$ cat src/rtl/cache_pkg.sv
package cache_pkg;

    // geometry of one cache.
    localparam int ADDR_W      = 32;
    localparam int WORD_W      = 32;
    localparam int CACHE_BYTES = 8192;
    localparam int LINE_BITS   = 128;
    localparam int NUM_LINES   = CACHE_BYTES * 8 / LINE_BITS;
    localparam int INDEX_W     = $clog2(NUM_LINES);
    localparam int OFFSET_W    = $clog2(LINE_BITS / WORD_W);
    localparam int BYTE_OFF_W  = $clog2(WORD_W / 8);
    localparam int TAG_W       = ADDR_W - INDEX_W - OFFSET_W - BYTE_OFF_W;

    typedef logic [ADDR_W-1:0]    addr_t;
    typedef logic [WORD_W-1:0]    word_t;
    typedef logic [LINE_BITS-1:0] line_t;
    typedef logic [TAG_W-1:0]     tag_t;
    typedef logic [INDEX_W-1:0]   index_t;
    typedef logic [OFFSET_W-1:0]  offset_t;

    // processor side of one cache.
    typedef struct packed {
        logic  read_en;
        addr_t addr;
    } cpu_req_t;

    typedef struct packed {
        logic  data_valid;
        logic  hit;
        logic  busy;
        word_t data;
    } cpu_rsp_t;

    // line refill port towards main memory.
    typedef struct packed {
        logic  req;
        addr_t addr;
    } mem_req_t;

    typedef struct packed {
        logic  ready;
        line_t data;
    } mem_rsp_t;

    typedef enum logic [1:0] {IDLE, LOOKUP, REFILL, RESPOND} cache_state_t;

    typedef enum logic [1:0] {ARB_IDLE, ARB_ICACHE, ARB_DCACHE} arb_state_t;

endpackage

$ cat src/rtl/mem_arbiter.sv
`timescale 1ns/10ps

module mem_arbiter (
    input  logic                clk,
    input  logic                rst,
    input  cache_pkg::mem_req_t icache_req,
    input  cache_pkg::mem_req_t dcache_req,
    output cache_pkg::mem_rsp_t icache_rsp,
    output cache_pkg::mem_rsp_t dcache_rsp,
    output cache_pkg::mem_req_t mem_req,
    input  cache_pkg::mem_rsp_t mem_rsp
);

    cache_pkg::arb_state_t state;
    cache_pkg::arb_state_t state_next;

    // set when the last contested grant went to the data cache.
    logic last_dcache;
    logic last_dcache_next;

    cache_pkg::mem_req_t req_q;
    cache_pkg::mem_req_t req_next;

    logic contested;
    logic pick_dcache;

    assign contested = icache_req.req && dcache_req.req;

    // only a contest moves the priority, so an uncontested grant keeps the turn order.
    assign pick_dcache = contested ? !last_dcache : dcache_req.req;

    always_comb begin
        state_next       = state;
        last_dcache_next = last_dcache;
        req_next         = req_q;
        case (state)
            cache_pkg::ARB_IDLE: begin
                if (icache_req.req || dcache_req.req) begin
                    state_next = pick_dcache ? cache_pkg::ARB_DCACHE : cache_pkg::ARB_ICACHE;
                    req_next   = pick_dcache ? dcache_req : icache_req;
                    if (contested) begin
                        last_dcache_next = pick_dcache;
                    end
                end
            end
            cache_pkg::ARB_ICACHE: begin
                if (mem_rsp.ready) begin
                    state_next   = cache_pkg::ARB_IDLE;
                    req_next.req = 1'b0;
                end else begin
                    req_next = icache_req;
                end
            end
            cache_pkg::ARB_DCACHE: begin
                if (mem_rsp.ready) begin
                    state_next   = cache_pkg::ARB_IDLE;
                    req_next.req = 1'b0;
                end else begin
                    req_next = dcache_req;
                end
            end
            default: begin
                state_next   = cache_pkg::ARB_IDLE;
                req_next.req = 1'b0;
            end
        endcase
    end

    // the instruction cache wins the first contest after reset.
    always_ff @(posedge clk or negedge rst) begin
        if (!rst) begin
            state       <= cache_pkg::ARB_IDLE;
            last_dcache <= 1'b1;
            req_q       <= '0;
        end else begin
            state       <= state_next;
            last_dcache <= last_dcache_next;
            req_q       <= req_next;
        end
    end

    assign mem_req = req_q;

    // ready and data reach the owner only.
    always_comb begin
        icache_rsp.ready = mem_rsp.ready && (state == cache_pkg::ARB_ICACHE);
        icache_rsp.data  = (state == cache_pkg::ARB_ICACHE) ? mem_rsp.data : '0;
        dcache_rsp.ready = mem_rsp.ready && (state == cache_pkg::ARB_DCACHE);
        dcache_rsp.data  = (state == cache_pkg::ARB_DCACHE) ? mem_rsp.data : '0;
    end

endmodule

$ cat config.mk
export PLATFORM = sky130hd
export DESIGN_NAME = mem_arbiter
export DESIGN_NICKNAME = d
export VERILOG_FILES = /design/src/rtl/cache_pkg.sv /design/src/rtl/mem_arbiter.sv
export SDC_FILE = /design/constraint.sdc
export NUM_CORES = 1
export LEC_CHECK = 0
export ABC_AREA = 1
export BUFFER_PORTS_ARGS = -buffer_cell sky130_fd_sc_hd__buf_2
export CAP_MARGIN = 40
export CORE_AREA = 2 2 188 190
export CTS_BUF_LIST = sky130_fd_sc_hd__clkbuf_8
export CTS_CLUSTER_SIZE = 12
export DETAILED_ROUTE_END_ITERATION = 8
export DIE_AREA = 0 0 190 192
export SETUP_SLACK_MARGIN = 0.02
export SLEW_MARGIN = 10
export SYNTH_ARGS = -nofsm -noshare
export SYNTH_HDL_FRONTEND = slang
export SYNTH_SLANG_ARGS = --single-unit
$ cat constraint.sdc
create_clock -name clk -period 4.1 [get_ports clk]
set_clock_uncertainty 0.1 [all_clocks]
set_input_delay 0.82 -clock clk [delete_from_list [all_inputs] [get_ports clk]]
set_output_delay 0.82 -clock clk [all_outputs]
set_load 0.005 [all_outputs]
* Yosys cells after proc, flatten, opt, wreduce, memory -nomap -nowiden
Cells that the tools add are included.
** Operators by class
- Equal/unequal tests :: 6
- Multiplexer cells :: 15
- Reduce and logical (&&, ||, !) cells :: 11
** Operators by type and width (number)
- two-way mux 128 bit :: 2
- case mux 32 bit (3 select lines) :: 1
- two-way mux 33 bit :: 2
- two-way mux 32 bit :: 2
- two-way mux 2 bit :: 3
- != test 2 bit, second input constant :: 3
- case mux 2 bit (2 select lines) :: 1
- AND reduction 4 bit :: 1
- logical AND 1 bit :: 3
- two-way mux 1 bit :: 3
- case mux 1 bit (3 select lines) :: 1
- AND reduction 3 bit :: 1
- nonzero test 3 bit :: 1
- == test 2 x 1 -> 1 bit, second input constant :: 1
- == test 2 bit, second input constant :: 1
- zero test 2 bit :: 1
- != test 2 x 1 -> 1 bit, second input constant :: 1
- AND reduction 2 bit :: 1
- OR reduction 2 bit :: 1
- zero test 1 bit :: 1
- logical OR 1 bit :: 1
** Word-level totals
- Word-level logic and storage cells :: 36
- Bits of input ports :: 197
- Bits in registers :: 36
- Output and inout port bits :: 291

* Depth between registers and ports, before layout
- Word-level depth :: 5
- Mapped depth :: 10
- Gate-level depth less buffers :: 8

* Least setup slack after synthesis
OpenSTA, ideal clock, no wires.
- Kind :: reg-to-output
- Start point :: register state[0]
- End point :: output dcache_rsp[100] in the netlist's numbering
- Slack :: 1.861 ns
- Required time :: 3.180 ns
- Cell stages (with the launch flop) :: 8
- Data arrival time :: 1.319 ns
- Cells stage by stage :: dfrtp_1 inv_1 ha_1 buf_2 clkbuf_1 buf_2 nand2_1 inv_1
** RTL lines
- start: declaration :: RTL line mem_arbiter.sv:14 : cache_pkg::arb_state_t state;
- start signal: assignment :: RTL line mem_arbiter.sv:72 : state <= cache_pkg::ARB_IDLE;
- start signal: assignment :: RTL line mem_arbiter.sv:76 : state <= state_next;
- end: declaration :: RTL line mem_arbiter.sv:9 : output cache_pkg::mem_rsp_t dcache_rsp,

==> results.md <==
- Clock buffer depth: 2
- Final TNS setup: 0 ns
- Final #Nets: 1583
- Crit. Startpoint: state[1]$_DFFE_PN0P_
- Yosys reg bits: 36
- Startpoint Class: register
- Status: complete, no violations
- R2R depth: 8
- TritonCTS clock tree: built
- Vias in the first global route: 6252
- Tightest Hold Check Type: in -> async
- Area growth, synth to finish: 66.0%
- Clock sinks: 36
- Fmax: 333 MHz
- Number of buffers added on ports: 487
- DR WL/cell: 15.5 µm
- Synthesized instance count: 934
- Synth Flop Type: dfrtp_1
- Slew HR: 50.4%
- Vias post-DR: 7184
- Synth Cell Area: 0.00460 mm²
- Unrepaired setup endpoints after global routing: false
- Largest net degree at the start of global routing: 100
- Synth top area share: 34.8%
- H-tree depth: 2
- Placer Congestion: 0.906
- Tightest Pin Transition: 0.742 ns
- Antenna violation net count after detailed routing: 0
- Largest area contributor in the netlist: nand2_1
- CTS Hold Bufs: 0
- Fin crit period: 3.00 ns
- TritonRoute pass-1 iters: 5
- Worst slack at placement: 1.41 ns
- Syn Nets: 1136
- Fraction of registers with async set/reset: 100%
- Clock Pin Slew Worst Setup and Hold Paths: 0.09 ns
- Root Driver: clkbuf_8
- Starting Density: 13.4%
- MaxCap Viol Count: 0
- Pwr Density: 536 mW/mm²
- Arr. time, crit path: 2.08 ns
- Yosys Warn Count: 0
- Die height: 192 µm
- CP max FO: 47
- Overflow after GRT: 0
- FF-to-FF Start: state[0]$_DFFE_PN0P_
- First-pass GRT wire length: 39600 µm
- Final setup vio count: 0
- Initial antenna violation count: 6
- Endpoints failing hold: 0
- Synth area leaders: nand2_1, inv_1, dfrtp_1
- WP data required: 3.18 ns
- Placed cells: 1829
- Post-CTS setup buffer count: 0
- Average size of a mapped cell: 4.92 µm²
- Fin crit share: 73.2%
- Worst setup EP type: output pin
- WL final: 28500 µm
- Final worst slack: 1.10 ns
- Mean number of vias per cell: 3.91
- Detailed-placement wirelength estimate: 24000 µm
- Post-synth EDFFs: 0
- # resized after CTS: 0
- Post-detailed-route DRC marker count: 0
- Library cells used by synthesis: 19
- Final cell count without fillers: 1839
- Worst ir drop on vdd: 0.387 mV
- Die Area: 0.0365 mm²
- Critical path class: reg -> out
- Ports: 488
- Layout cells sized above 1: 37.4%
- Count leader, synth: nand2_1
- Die outline width: 190 µm
- CTS buffer count: 5
- Total GRT Usage: 14.3%
- Core footprint: 0.0343 mm²
- Post-synth top cells: nand2_1, inv_1, nand3_1
- Sequential fraction of the synthesis area: 19.6%
- Static leakage: 0.00628 µW
- Num rows: 68
- Initial DRC Count: 346
- Worst-skew pair later-pin latency: 0.29 ns
- Max-slew violation count: 0
worst max-delay path, cell delays in order, from the launching register on:
cell	delay (ns)
dfrtp_1	0.44
inv_1	0.16
ha_4	0.50
buf_12	0.28
nand2_1	0.11
inv_1	0.11
buf_2	0.12
worst paths after layout:
kind	end	slack [ns]
max	icache_rsp[16]	1.10
min	mem_req[17]$_DFFE_PN0P_	0.36
max reg2reg	mem_req[23]$_DFFE_PN0P_	1.74
min reg2reg	mem_req[23]$_DFFE_PN0P_	0.38
max in group asynchronous	mem_req[28]$_DFFE_PN0P_	3.06
min in group clk	mem_req[23]$_DFFE_PN0P_	0.38
cells in the final DEF (no fill, tap or decap):
master     synthesis  final
a21oi_1            1      1
buf_12             0      3
buf_16             0      1
buf_2             37    487
buf_4              3      8
bufinv_16          0      3
clkbuf_8           0      5
dfrtp_1           35     35
dfstp_2            1      1
diode_2            0      2
ha_1               5      3
ha_4               0      2
inv_1            263    263
inv_4              1      1
nand2_1          426    426
nand2_2            4      4
nand3_1          131    131
nor2_1             1      1
nor2_2             1      1
nor2_4             1      1
o21ai_0            3      3
o21ai_1            2      2
state kept, by name, indices dropped and copies added, names as in the netlist:
register     cells
last_dcache      1
state            2
mem_req         33
through the flow:
| step | power, µW | cell area, µm² | hold WS (ns) | util (%) |
|---|---|---|---|---|
| 2_1_floorplan | 2400 | 4600 | 0.372 | - |
| 3_3_place_gp | 3630 | 7440 | 0.360 | 21.7 |
| 3_5_place_dp | 3680 | 7470 | 0.360 | 21.8 |
| 4_1_cts | 4150 | 7630 | 0.357 | 22.2 |
| 5_1_grt | 4520 | 7630 | 0.378 | 22.3 |
| 6_report | 4090 | 7630 | 0.361 | 22.3 |
routing by layer:
layer,up-vias,wire [µm],part of all wire (%),global-route usage [%]
met5,-,0,0,0
met2,351,13400,47,23.9
met3,28,2070,7.3,2.30
met4,0,494,1.7,2.95
met1,3281,12600,44,19.5
li1,3524,-,-,-
power breakdown:
part           internal [µW]  total (µW)  switching (µW)
registers                549         657             109
logic                   1140        2990            1840
clock network            305         451             147
layout make-up:
class	count	area (µm²)
multi-input combinational	575	2420
timing repair buffer	499	2580
antenna	2	5.00
tap	455	569
fill	4006	26700
clock buffer	5	68.8
sequential	36	902
clock inverter	3	90.1
inverter	264	993
kinds of logic after synthesis:
group                      count (synthesis)  share of synthesized area [%]
adders and majority gates                  5                           1.36
and+or+nand+nor                          564                           50.0
AOI/OAI and AO/OA                          6                          0.653
DFF                                       36                           19.6
buffers and inverters                    323                           28.3
Power figures use the tool's default switching activity.
